**src/verilog/fetch_pkg.sv**
```systemverilog
// Shared widths, encodings and bundle types of the fetch front end.
// RV64 style only: no compressed instructions, so every word is 32 bits.
`default_nettype none

package fetch_pkg;

    localparam int xlen        = 64;                 // pc width
    localparam int ilen        = 32;                 // instruction width
    localparam logic [xlen-1:0] reset_pc = 64'h8000_0000;
    localparam int queue_depth = 4;
    localparam int queue_ptr_w = 2;                  // log2 of queue_depth

    localparam logic [6:0] op_jal    = 7'b1101111;
    localparam logic [6:0] op_branch = 7'b1100011;

    typedef logic [xlen-1:0] pc_t;

    // one fetched word, read either as a branch or as a jump
    typedef union packed {
        logic [ilen-1:0] raw;
        struct packed {
            logic       imm12;    // sign bit
            logic [5:0] imm10_5;
            logic [4:0] rs2;
            logic [4:0] rs1;
            logic [2:0] funct3;
            logic [3:0] imm4_1;
            logic       imm11;
            logic [6:0] opcode;
        } b_fmt;
        struct packed {
            logic       imm20;    // sign bit
            logic [9:0] imm10_1;
            logic       imm11;
            logic [7:0] imm19_12;
            logic [4:0] rd;
            logic [6:0] opcode;
        } j_fmt;
    } instr_u;

    typedef struct packed {
        logic valid;
        pc_t  target;
    } redirect_t;

    typedef struct packed {
        pc_t             pc;
        logic [ilen-1:0] instr;
        logic            pred_taken;
    } fetch_entry_t;

endpackage

`default_nettype wire

```
**src/verilog/fetch_frontend.sv**
```systemverilog
// Fetch front end top. The memory answers instr for pc in the same cycle.
// Redirects are one-cycle pulses, stall and pop are plain levels and pulses.
`timescale 1ns/1ps
`default_nettype none

module fetch_frontend (
    input  logic                       clk,
    input  logic                       rst,
    input  logic                       stall,
    input  fetch_pkg::redirect_t       id_redirect,
    input  fetch_pkg::redirect_t       ex_redirect,
    input  logic [fetch_pkg::ilen-1:0] instr,
    input  logic                       pop,
    output fetch_pkg::pc_t             pc,
    output fetch_pkg::fetch_entry_t    head,
    output logic                       empty,
    output logic                       full
);

    fetch_pkg::pc_t          pred_pc;
    logic                    pred_taken;
    fetch_pkg::redirect_t    pending;
    logic                    hold;
    logic                    apply;
    logic                    push;
    logic                    flush;
    fetch_pkg::fetch_entry_t entry;

    static_predictor u_pred (
        .pc         (pc),
        .instr      (instr),
        .pred_pc    (pred_pc),
        .pred_taken (pred_taken)
    );

    redirect_hold u_hold (
        .clk         (clk),
        .rst         (rst),
        .id_redirect (id_redirect),
        .ex_redirect (ex_redirect),
        .hold        (hold),
        .apply       (apply),
        .pending     (pending)
    );

    fetch_queue u_queue (
        .clk   (clk),
        .rst   (rst),
        .push  (push),
        .entry (entry),
        .pop   (pop),
        .flush (flush),
        .head  (head),
        .empty (empty),
        .full  (full)
    );

    pc_ctrl u_ctrl (
        .clk        (clk),
        .rst        (rst),
        .stall      (stall),
        .full       (full),
        .pending    (pending),
        .pred_pc    (pred_pc),
        .pred_taken (pred_taken),
        .instr      (instr),
        .id_valid   (id_redirect.valid),
        .ex_valid   (ex_redirect.valid),
        .pc         (pc),
        .apply      (apply),
        .push       (push),
        .entry      (entry),
        .flush      (flush),
        .hold       (hold)
    );

endmodule

`default_nettype wire

```
**src/verilog/fetch_queue.sv**
```systemverilog
// Circular FIFO of fetched entries, depth from the package (power of two).
// Flush beats push and pop; push when full and pop when empty are dropped.
`timescale 1ns/1ps
`default_nettype none

module fetch_queue (
    input  logic                    clk,
    input  logic                    rst,
    input  logic                    push,
    input  fetch_pkg::fetch_entry_t entry,
    input  logic                    pop,
    input  logic                    flush,
    output fetch_pkg::fetch_entry_t head,
    output logic                    empty,
    output logic                    full
);

    fetch_pkg::fetch_entry_t mem [fetch_pkg::queue_depth];

    logic [fetch_pkg::queue_ptr_w-1:0] rd_ptr;
    logic [fetch_pkg::queue_ptr_w-1:0] wr_ptr;
    logic [fetch_pkg::queue_ptr_w:0]   count;   // one bit wider, holds depth
    logic                              do_push;
    logic                              do_pop;

    assign empty   = (count == '0);
    assign full    = (count == (fetch_pkg::queue_ptr_w+1)'(fetch_pkg::queue_depth));
    assign do_push = push && !full && !flush;
    assign do_pop  = pop && !empty && !flush;
    assign head    = mem[rd_ptr];             // oldest entry

    always_ff @(posedge clk) begin
        if (rst || flush) begin
            rd_ptr <= '0;
            wr_ptr <= '0;
            count  <= '0;
        end else begin
            if (do_push) begin
                wr_ptr <= wr_ptr + fetch_pkg::queue_ptr_w'(1);   // wraps at depth
            end
            if (do_pop) begin
                rd_ptr <= rd_ptr + fetch_pkg::queue_ptr_w'(1);
            end
            case ({do_push, do_pop})
                2'b10:   count <= count + 1'b1;
                2'b01:   count <= count - 1'b1;
                default: count <= count;      // none, or both at once
            endcase
        end
    end

    always_ff @(posedge clk) begin
        if (do_push && !rst) begin
            mem[wr_ptr] <= entry;
        end
    end

endmodule

`default_nettype wire

```
**src/verilog/pc_ctrl.sv**
```systemverilog
// Owns the pc register and decides each cycle between hold, redirect and fetch.
// A held redirect is taken on the first cycle without stall or full queue.
`timescale 1ns/1ps
`default_nettype none

module pc_ctrl (
    input  logic                       clk,
    input  logic                       rst,
    input  logic                       stall,
    input  logic                       full,
    input  fetch_pkg::redirect_t       pending,
    input  fetch_pkg::pc_t             pred_pc,
    input  logic                       pred_taken,
    input  logic [fetch_pkg::ilen-1:0] instr,
    input  logic                       id_valid,
    input  logic                       ex_valid,
    output fetch_pkg::pc_t             pc,
    output logic                       apply,
    output logic                       push,
    output fetch_pkg::fetch_entry_t    entry,
    output logic                       flush,
    output logic                       hold
);

    fetch_pkg::pc_t pc_next;

    // queue back-pressure freezes fetch just like a pipeline stall
    assign hold = stall || full;

    // any arriving redirect kills the words fetched down the old path
    assign flush = id_valid || ex_valid;

    // a free cycle goes to the redirect first, else to a fetch
    assign apply = !hold && pending.valid;
    assign push  = !hold && !pending.valid;

    // word at the current pc, tagged with its own guess
    assign entry = '{
        pc:         pc,
        instr:      instr,
        pred_taken: pred_taken
    };

    always_comb begin
        if (hold) begin
            pc_next = pc;                 // frozen
        end else if (pending.valid) begin
            pc_next = pending.target;     // redirect, nothing pushed
        end else begin
            pc_next = pred_pc;            // static guess, or pc+4
        end
    end

    always_ff @(posedge clk) begin
        if (rst) begin
            pc <= fetch_pkg::reset_pc;
        end else begin
            pc <= pc_next;
        end
    end

endmodule

`default_nettype wire

```
**src/verilog/redirect_hold.sv**
```systemverilog
// Remembers one redirect across a hold; execute wins over decode.
// A decode redirect cannot replace a stored execute redirect.
`timescale 1ns/1ps
`default_nettype none

module redirect_hold (
    input  logic                 clk,
    input  logic                 rst,
    input  fetch_pkg::redirect_t id_redirect,
    input  fetch_pkg::redirect_t ex_redirect,
    input  logic                 hold,
    input  logic                 apply,
    output fetch_pkg::redirect_t pending
);

    logic           saved_valid;
    logic           saved_ex;     // stored one came from execute
    fetch_pkg::pc_t saved_target;
    logic           merged_ex;

    always_comb begin
        if (ex_redirect.valid) begin
            pending   = ex_redirect;
            merged_ex = 1'b1;
        end else if (saved_valid && saved_ex) begin
            pending   = '{valid: 1'b1, target: saved_target};
            merged_ex = 1'b1;
        end else if (id_redirect.valid) begin
            pending   = id_redirect;
            merged_ex = 1'b0;
        end else begin
            pending   = '{valid: saved_valid, target: saved_target};
            merged_ex = saved_ex;
        end
    end

    always_ff @(posedge clk) begin
        if (rst) begin
            saved_valid <= 1'b0;
            saved_ex    <= 1'b0;
        end else if (hold) begin
            saved_valid <= pending.valid;
            saved_ex    <= merged_ex;
        end else if (apply) begin
            saved_valid <= 1'b0;      // consumed by the pc
            saved_ex    <= 1'b0;
        end
    end

    always_ff @(posedge clk) begin
        if (hold) begin
            saved_target <= pending.target;
        end
    end

endmodule

`default_nettype wire

```
**src/verilog/static_predictor.sv**
```systemverilog
// Static next pc guess: JAL and backward branches taken, all else pc+4.
// Purely combinational, the word must belong to the pc given with it.
`timescale 1ns/1ps
`default_nettype none

module static_predictor (
    input  fetch_pkg::pc_t            pc,
    input  logic [fetch_pkg::ilen-1:0] instr,
    output fetch_pkg::pc_t            pred_pc,
    output logic                      pred_taken
);

    fetch_pkg::instr_u word;
    fetch_pkg::pc_t    j_imm;     // sign extended jump offset
    fetch_pkg::pc_t    b_imm;     // sign extended branch offset
    fetch_pkg::pc_t    seq_pc;

    assign word = instr;

    assign j_imm = {
        {(fetch_pkg::xlen-21){word.j_fmt.imm20}},
        word.j_fmt.imm20,
        word.j_fmt.imm19_12,
        word.j_fmt.imm11,
        word.j_fmt.imm10_1,
        1'b0
    };

    assign b_imm = {
        {(fetch_pkg::xlen-13){word.b_fmt.imm12}},
        word.b_fmt.imm12,
        word.b_fmt.imm11,
        word.b_fmt.imm10_5,
        word.b_fmt.imm4_1,
        1'b0
    };

    assign seq_pc = pc + fetch_pkg::pc_t'(4);

    // opcode sits in the same bits for both views
    always_comb begin
        pred_pc    = seq_pc;
        pred_taken = 1'b0;
        case (word.j_fmt.opcode)
            fetch_pkg::op_jal: begin
                pred_pc    = pc + j_imm;
                pred_taken = 1'b1;
            end
            fetch_pkg::op_branch: begin
                if (word.b_fmt.imm12) begin    // negative offset, loop back
                    pred_pc    = pc + b_imm;
                    pred_taken = 1'b1;
                end
            end
            default: begin
                pred_pc    = seq_pc;
                pred_taken = 1'b0;
            end
        endcase
    end

endmodule

`default_nettype wire
```
**config.mk**
```make
export PLATFORM = sky130hd
export DESIGN_NAME = fetch_frontend
export DESIGN_NICKNAME = d
export VERILOG_FILES = /design/src/verilog/fetch_pkg.sv /design/src/verilog/fetch_frontend.sv /design/src/verilog/fetch_queue.sv /design/src/verilog/pc_ctrl.sv /design/src/verilog/redirect_hold.sv /design/src/verilog/static_predictor.sv
export SDC_FILE = /design/constraint.sdc
export NUM_CORES = 1
export LEC_CHECK = 0
export BUFFER_PORTS_ARGS = -buffer_cell sky130_fd_sc_hd__buf_2
export CAP_MARGIN = 30
export CORE_ASPECT_RATIO = 1.75
export CORE_MARGIN = 5
export CORE_UTILIZATION = 30
export DETAILED_ROUTE_END_ITERATION = 10
export PLACE_DENSITY = 0.57
export SLEW_MARGIN = 10
export SYNTH_ARGS = -nofsm -noshare
export SYNTH_HDL_FRONTEND = slang
export SYNTH_SLANG_ARGS = --single-unit
```
**constraint.sdc**
```tcl
create_clock -name clk -period 5.9 [get_ports clk]
set_input_delay 0.59 -clock clk [delete_from_list [all_inputs] [get_ports clk]]
set_output_delay 0.59 -clock clk [all_outputs]
set_load 0.02 [all_outputs]
```
* Word level (Yosys, flattened, before mapping)
Memory sizes are Yosys's and may differ from the RTL's. A register that Yosys moved wholly into a read port is not among the register bits.
Index checks and enable logic that the tools add are counted.
** Storage, ports and cells
- Flip-flop bits (word level) :: 137
- RAM bits :: 388
- Input bits :: 166
- Output and inout bits :: 163
- Memories kept :: 1
** Operators by class
- Add/subtract/negate cells :: 7
- Equality and inequality tests :: 6
- Mux-type cells :: 19
- Reductions and logical operators :: 21
** Memory list
- u_queue.mem :: depth 4, width 97, rd ports 1, clocked after memory_dff 1, wr ports 1, line fetch_queue.sv:18 : fetch_pkg::fetch_entry_t mem [fetch_pkg::queue_depth];
** Operators by type and width (count)
- 65-bit 2-to-1 mux :: 3
- 64-bit adder :: 2
- 64-bit 2-to-1 mux :: 2
- 64-bit case mux with 2 select lines :: 1
- 64-bit by 3-bit adder with 64-bit output, second input constant :: 1
- 7-bit == test, second input constant :: 2
- 1-bit 2-to-1 mux :: 9
- 1-bit logical AND :: 8
- 1-bit zero test :: 6
- 3-bit case mux with 2 select lines :: 1
- 2-bit by 1-bit adder with 2-bit output, second input constant :: 2
- 2-bit 2-to-1 mux :: 2
- 4-bit != test, second input constant :: 1
- 2-bit nonzero test :: 2
- 3-bit by 1-bit adder with 3-bit output, second input constant :: 1
- 3-bit == test, second input constant :: 1
- 3-bit zero test :: 1
- 1-bit logical OR :: 3
- 3-bit by 1-bit subtractor with 3-bit output, second input constant :: 1
- 2-bit by 1-bit == test with 1-bit output, second input constant :: 1
- 2-bit == test, second input constant :: 1
- 1-bit case mux with 2 select lines :: 1
- 2-bit AND reduction :: 1

* Depth between registers and ports, before layout
Gate-level depths: netlist of the first run.
- Depth in word-level cells :: 10
- Gate-level depth with buffers :: 12
- Depth with buffers taken out :: 11

* By module
A second synthesis of the first run with hierarchy kept.
** Unflattened totals
- Cell total of the unflattened synthesis :: 2618
- Area total of the unflattened synthesis :: 30379.1 um^2
** By module, submodules not included
- fetch_queue :: instances 1, cells each 561, area each 14505.2 um^2, sequential area each 11831.3 um^2
- static_predictor :: instances 1, cells each 1302, area each 8289.2 um^2, sequential area each 0.0 um^2
- pc_ctrl :: instances 1, cells each 395, area each 4033.9 um^2, sequential area each 1281.2 um^2
- redirect_hold :: instances 1, cells each 360, area each 3550.9 um^2, sequential area each 1961.9 um^2

* Least setup slack after synthesis of the first run
Ideal clock, no wire load.
- Path kind :: input-to-reg
- From :: input port ex_redirect[64] (netlist name)
- To :: memory u_queue.mem[0][0] (netlist name) (enable)
- Setup time :: 0.467 ns
- Arrival :: 3.924 ns
- Required time :: 5.433 ns
- Setup slack :: 1.509 ns
- Cell stages on the path :: 5
- Path buffers :: 3
- Path through :: clkbuf_1 nor3_1 clkbuf_1 clkbuf_1 and3_1
** On the way
- Word-level cells in the longest chain between the ends :: 8
- Elaborated cells between the ends (all ways) :: 10
- Those cells by class :: 3 x mux; 7 x reduce/logical
** RTL lines
- start: declaration :: line fetch_frontend.sv:11 : input fetch_pkg::redirect_t ex_redirect,
- 65-bit 2-to-1 mux :: line redirect_hold.sv:22 : if (ex_redirect.valid) begin
- 1-bit zero test :: line pc_ctrl.sv:35 : assign push = !hold && !pending.valid;
- 1-bit logical AND :: line pc_ctrl.sv:35
- 1-bit logical AND :: line fetch_queue.sv:28 : assign do_push = push && !full && !flush;
- 1-bit logical AND (*) :: line fetch_queue.sv:28
- 1-bit logical AND (*) :: line fetch_queue.sv:53 : if (do_push && !rst) begin
- 1-bit 2-to-1 mux (*) :: line fetch_queue.sv:53
- 1-bit 2-to-1 mux (not written as such) (*) :: line fetch_queue.sv:54 : mem[wr_ptr] <= entry;
- end: declaration :: line fetch_queue.sv:18
Every way passes the cells marked *; elsewhere a longest branch is shown, timed or not.

* Final worst setup path of the first run
- From :: input port instr[31] (netlist name)
- To :: register u_ctrl.pc[52]
** On the way
- Word-level cells in the longest chain between the ends :: 4
- Elaborated cells between the ends (all ways) :: 5
- Those cells by class :: 2 x add/sub; 3 x mux
** RTL lines
- start: declaration :: line fetch_frontend.sv:12 : input logic [fetch_pkg::ilen-1:0] instr,
- 64-bit adder :: line static_predictor.sv:51 : pred_pc = pc + b_imm;
- 64-bit 2-to-1 mux :: line static_predictor.sv:50 : if (word.b_fmt.imm12) begin
- 64-bit case mux with 2 select lines (*) :: line static_predictor.sv:44 : case (word.j_fmt.opcode)
- 64-bit 2-to-1 mux (*) :: line pc_ctrl.sv:47 : end else if (pending.valid) begin
- end signal: assignment :: line pc_ctrl.sv:56 : pc <= fetch_pkg::reset_pc;
- end signal: assignment :: line pc_ctrl.sv:58 : pc <= pc_next;
- end: declaration :: line pc_ctrl.sv:17 : output fetch_pkg::pc_t pc,
Marked as above.
A chain may end at the register's enable or synchronous reset.

==> key figures, run 1 <==
Run status
  – Status: finished, final reports clean

GRT
  – Vias in the first global route: 23400
  – Initial antenna violation count: 7
  – Global route overflow: 0
  – GRT Overall Usage: 22.4%
  – First-pass GRT wire length: 168000 um
  – Pin count of the biggest net entering global routing: 79

Synth
  – Post-synth EDFFs: 452
  – Post-synthesis sequential area ratio: 52.3%
  – Commonest cells post-synth: edfxtp_1 (452), nand2_1 (235), a21oi_1 (167)
  – Main area contributors after synthesis: edfxtp_1 (47%), mux4_2 (7.6%), dfxtp_1 (5.2%), ha_1 (3.5%), nand2_1 (3.1%)
  – Asr flop ratio synth: 0%
  – Area share of the largest cell type after synthesis: 47.1%
  – Synth cell types: 100
  – Syn Nets: 2710
  – Most common cell in the synthesized netlist: edfxtp_1
  – Yosys top cell by area: edfxtp_1
  – Synth Register Bits: 527
  – Synth Warn #: 0
  – Mean post-synth cell area: 11.7 sq um
  – Syn Inst Count: 2460
  – Syn Std Cell Area: 28800 sq um
  – Synth Flop Type: edfxtp_1

STA
  – Fin. max-slew vios: 0
  – Period utilisation layout: 73.0%
  – Hold Vio Cnt, Final: 0
  – Setup_tns: 0 ns
  – Clock skew: 0.0369 ns
  – Slew @ Worst Pin: 1.06 ns
  – Fmax: 0.232 GHz
  – Minimum clock period: 4.31 ns
  – Final setup fails: 0
  – RSZ-0062 raised after global routing: false
  – Worst setup margin: 1.59 ns
  – Slew Limit Headroom: 28.8%

Routing
  – Final wirelength: 119000 um
  – Drt wl/cell: 29.6 um
  – Post-route DRC: 0
  – Post-DR vias/cell: 5.83
  – DRT Pass-1 Iters: 5
  – First DRT Iteration DRCs: 1935
  – Vias: 23400
  – Post-detailed-route count of antenna-violating nets: 0

Pwr
  – Clock power frac: 37.5%
  – Combinational cell fraction of total power: 16.4%
  – Leakage dissipation: 12.0 nW
  – PD cells: 278 nW/um^2
  – Sw Ratio: 29.6%
  – Power Internal: 0.00660 W
  – Share of power burned in registers: 46.0%
  – Max IR drop VDD: 0.000235 V
  – P_sw: 0.00277 W

Final layout
  – Layout Cells excl Fill: 4009
  – Fin area: 33700 sq um
  – Number of nets in the layout: 3001
  – Share of cells above drive strength 1: 23.3%
  – Area grow syn2layout: 16.9%

Floorplan
  – Core area: 95500 sq um
  – Starting Density: 30.2%
  – Die ar.: 103000 sq um
  – Num rows: 150
  – Die Y-Extent: 420 um
  – IO Pins: 329
  – DIE WIDTH: 244 um

Clock network
  – Max Buffers Root-to-Sink: 3
  – CTS tree: yes
  – Root buffer selected by CTS: clkbuf_16
  – Resized cells post-CTS: 0
  – # H-tree levels: 2
  – Setup bufs post-CTS: 0
  – Cts hold-fix bufs: 0
  – Clock latency on the worst-skew pair: 0.65 ns
  – TritonCTS Buffers: 51
  – Clock sink total: 527
  – Worst-path clk slew: 0.07 ns

Placement
  – Post-DP Area: 31900 sq um
  – IO buf count: 328
  – Placement Setup Slack: 1.05 ns
  – Placed Cells: 3911
  – GP Congestion: 1.03
  – HPWL Detailed: 87800 um

Critical path
  – CP Max Fanout: 27
  – Critical Path RT: 6.39 ns
  – CP Capture Type: flip-flop
  – CP arrival: 4.79 ns
  – Reg2reg setup slack: 1.75 ns
  – Startpoint class of the critical path: input port
  – Crit Path Category: in -> reg

Run
  – Max cap viols: 0

Hold path
  – HP Class: in -> reg
-- worst max-delay path, cell delays in order --
cell and delay, ns:
buf_2 0.58, buf_4 0.44, ha_1 0.54, nand4_1 0.37, nor3_1 0.69, nand2_1 0.18
o221ai_1 0.27, a31oi_1 0.09, xnor2_1 0.15, a22oi_1 0.72, o211ai_1 0.16
-- flip-flops by register name (all words and copies together), names as in the netlist, named ones only --
name                 cells
u_queue.mem            388
u_ctrl.pc               64
u_hold.saved_target     64
u_queue.count            3
u_queue.rd_ptr           2
u_queue.wr_ptr           2
u_hold.saved_ex          1
u_hold.saved_valid       1
-- cell type report --
class / instances / area, sq um
multi-input cells: 1744 / 13000
clock inverters: 32 / 408
diodes: 2 / 5.00
inverters: 39 / 149
well taps: 1216 / 1520
flip-flops and latches: 527 / 15100
repair buffers: 388 / 2180
fillers: 9482 / 61800
clock buffers: 61 / 1350
-- metrics by stage --
stage	total power [W]	utilization, %	hold WS [ns]
finish	0.00937	35.3	0.196
detailed placement	0.00589	33.4	0.500
global placement	0.00589	33.4	0.488
global route	0.00970	35.3	0.166
floorplan	0.00524	-	0.460
CTS	0.00944	35.3	0.145
-- logic make-up after synthesis --
family	Yosys count	share of synthesized area, %
AO/OA/AOI/OAI	737	17.0
XOR/XNOR	99	3.01
adder cells (fa/ha/maj)	84	3.72
buffers and inverters	189	2.73
flip-flops	527	52.3
multiplexers	169	10.1
AND/OR/NAND/NOR	655	11.2
-- power by group through the flow --
stage	Combinational [W]	Clock, W	Sequential [W]
after global placement	0.00150	0	0.00439
after CTS	0.00151	0.00362	0.00431
final	0.00154	0.00352	0.00431
after global routing	0.00163	0.00375	0.00432
after detailed placement	0.00150	0	0.00439
after floorplan	0.000870	0	0.00437
-- final timing paths --
kind / depth (start not counted) / from / end
worst max-delay path: 11 / instr[31] / u_ctrl.pc[52]
worst min-delay path: 1 / instr[1] / u_queue.mem[3][2]
worst max register to register: 9 / u_ctrl.pc[12] / u_ctrl.pc[24]
worst min register to register: 2 / u_queue.wr_ptr[1] / u_queue.wr_ptr[1]
-- layer usage --
layer / share of wire [%] / GRT usage (%)
met1: 34 / 24.1
met2: 51 / 40.0
met3: 6.3 / 3.70
met4: 8.4 / 15.2
met5: 0 / 0
-- placed cells by master (no fill, tap or decap), types with 59 or more instances in the layout --
cell	count
edfxtp_1	452
mux4_2	97
nand2_1	235
buf_2	329
nand4_1	59
dfxtp_1	73
a21oi_1	167
o21ai_0	164
nor2_1	128
mux2i_1	71
ha_1	81
(Power assumes the default switching activity.)
==> run 2: changes to the inputs <==
==> constraint.sdc (replaced) <==
create_clock -name clk -period 4.3 [get_ports clk]
set_input_delay 0.43 -clock clk [delete_from_list [all_inputs] [get_ports clk]]
set_output_delay 0.43 -clock clk [all_outputs]
set_load 0.02 [all_outputs]
==> key figures, run 2 (synthesis gave the netlist of run 1 again) <==
Clock network
  – Resized cells post-CTS: 0 (unchanged)
  – TritonCTS Buffers: 52 (+2.0%)
  – Cts hold-fix bufs: 1 (+1)
  – # H-tree levels: 2 (unchanged)
  – Max Buffers Root-to-Sink: 3 (unchanged)
  – Worst-path clk slew: 0.07 ns (about the same)
  – Setup bufs post-CTS: 0 (unchanged)
  – CTS tree: yes
  – Clock latency on the worst-skew pair: 0.64 ns (about the same)
  – Clock sink total: 527 (unchanged)
  – Root buffer selected by CTS: clkbuf_16

Pwr
  – P_sw: 0.00385 W (+39%)
  – Power Internal: 0.00924 W (+40%)
  – Max IR drop VDD: 0.000341 V (+45%)
  – PD cells: 377 nW/um^2 (+36%)
  – Leakage dissipation: 12.6 nW (+5.0%)
  – Sw Ratio: 29.4% (-0.15 points)
  – Clock power frac: 37.4% (about the same)
  – Combinational cell fraction of total power: 18.1% (+1.7 points)
  – Share of power burned in registers: 44.6% (-1.4 points)

Final layout
  – Most frequent cells in the layout: edfxtp_1 (452), buf_2 (327), nand2_1 (235)
  – Largest register by flop count: u_queue.mem
  – Biggest regs: u_queue.mem x388, u_ctrl.pc x64, u_hold.saved_target x64
  – Layout Cells excl Fill: 4131 (+3.0%)
  – Number of nets in the layout: 3118 (+3.9%)
  – Area grow syn2layout: 20.4%
  – Max FFs per register: 388 (unchanged)
  – Fin util: 36.3% (+1.0 points)
  – Commonest non-fill, non-tap cell in the layout: edfxtp_1
  – Share of cells above drive strength 1: 26.4% (+3.1 points)

GRT
  – Pin count of the biggest net entering global routing: 98 (+24%)
  – Initial antenna violation count: 5 (-2)
  – GRT Overall Usage: 23.1% (+0.72 points)
  – Vias in the first global route: 23900 (+2.3%)
  – First-pass GRT wire length: 172000 um (+2.4%)
  – Global route overflow: 0 (unchanged)

STA
  – Slew @ Worst Pin: 1.02 ns (-0.0475 ns)
  – Hold_ws: 0.0408 ns (-0.155 ns)
  – Fmax: 0.259 GHz
  – Clock skew: 0.0407 ns (+0.00379 ns)
  – Minimum clock period: 3.86 ns
  – RSZ-0062 raised after global routing: false
  – Period utilisation layout: 89.8%
  – Slew Limit Headroom: 31.5% (+2.7 points)
  – Worst setup margin: 0.439 ns (-1.16 ns)
  – Fin. max-slew vios: 0 (unchanged)
  – Setup_tns: 0 ns (unchanged)
  – Final setup fails: 0 (unchanged)
  – Hold Vio Cnt, Final: 0 (unchanged)

Floorplan
  – Core area: 95500 sq um (unchanged)
  – Die Y-Extent: 420 um (unchanged)
  – Num rows: 150 (unchanged)
  – Starting Density: 30.2% (unchanged)
  – IO Pins: 329 (unchanged)
  – Die ar.: 103000 sq um (unchanged)
  – DIE WIDTH: 244 um (unchanged)

Routing
  – Post-detailed-route count of antenna-violating nets: 0 (unchanged)
  – Final wirelength: 123000 um (+3.8%)
  – Drt wl/cell: 29.8 um (+0.71%)
  – First DRT Iteration DRCs: 1901 (-1.8%)
  – Vias: 23500 (+0.37%)
  – DRT Pass-1 Iters: 7 (+2)
  – Post-DR vias/cell: 5.68 (-2.6%)
  – Post-route DRC: 0 (unchanged)

Critical path
  – Startpoint class of the critical path: flip-flop
  – Reg2Reg Depth: 11 (+2)
  – CP Capture Type: flip-flop
  – Critical Path RT: 4.82 ns (-1.57 ns)
  – Crit Path Category: reg -> reg
  – CP Max Fanout: 9 (-67%)
  – CP arrival: 4.38 ns (-0.41 ns)

Hold path
  – WHS Path Cells: 1 (unchanged)
  – HP Class: in -> reg

Run status
  – Status: finished, final reports clean

Placement
  – Placed Cells: 4028 (+3.0%)
  – IO buf count: 328 (unchanged)
  – HPWL Detailed: 93300 um (+6.2%)
  – GP Congestion: 1.03 (-0.74%)
  – Placement Setup Slack: -0.130 ns (-1.18 ns)

Run
  – Max cap viols: 0 (unchanged)
## run 2: cell count changes in the layout (fill, tap and decap cells not counted), sizes merged, moves of 2 or more
cell	change
clkbuf	+3
inv	-2
buf	+115
clkinvlp	+3
diode	+2
## run 2: cell type report
| cell class | instances | area (sq um) |
|---|---|---|
| fillers | 9496 | 60800 |
| flip-flops and latches | 527 | 15100 |
| multi-input cells | 1744 | 13000 |
| repair buffers | 504 | 3120 |
| well taps | 1216 | 1520 |
| clock buffers | 64 | 1360 |
| clock inverters | 33 | 449 |
| inverters | 39 | 149 |
| diodes | 4 | 10.0 |
## run 2: worst paths after layout
| kind | startpoint | to | slack, ns |
|---|---|---|---|
| max | u_ctrl.pc[1] | u_ctrl.pc[41] | 0.44 |
| min | instr[0] | u_queue.mem[1][1] | 0.04 |
| max reg2reg | u_ctrl.pc[1] | u_ctrl.pc[41] | 0.44 |
| min reg2reg | u_queue.count[2] | u_queue.count[2] | 0.51 |
## run 2: power groups by stage
| stage | sequential (W) | clock [W] | combinational [W] |
|---|---|---|---|
| final | 0.00584 | 0.00489 | 0.00236 |
| after global routing | 0.00584 | 0.00520 | 0.00250 |
| after CTS | 0.00583 | 0.00501 | 0.00234 |
| after detailed placement | 0.00594 | 0 | 0.00233 |
| after global placement | 0.00594 | 0 | 0.00233 |
| after floorplan | 0.00599 | 0 | 0.00119 |
## run 2: worst max-delay path, stage by stage, from the launching register on
cell and delay, ns:
dfxtp_1 0.58, ha_1 0.27, fa_1 0.22, a21o_1 0.15, a311o_1 0.28, a31oi_1 0.15, o221ai_2 0.69, a21oi_2 0.29
o21ai_2 0.32, a22oi_1 0.12, or3_1 0.34, a211oi_1 0.35
## run 2: per-layer routing
layer | wire length (um) | track usage, %
met5 | 0 | 0
met2 | 63200 | 42.2
met3 | 6660 | 3.46
met1 | 42300 | 24.0
met4 | 11000 | 16.6
## run 2: metrics by stage
step | instance area, sq um | power, W
2_1_floorplan | 28800 | 0.00719
3_5_place_dp | 32900 | 0.00827
3_3_place_gp | 32900 | 0.00827
4_1_cts | 34700 | 0.0132
6_report | 34700 | 0.0131
5_1_grt | 34700 | 0.0135
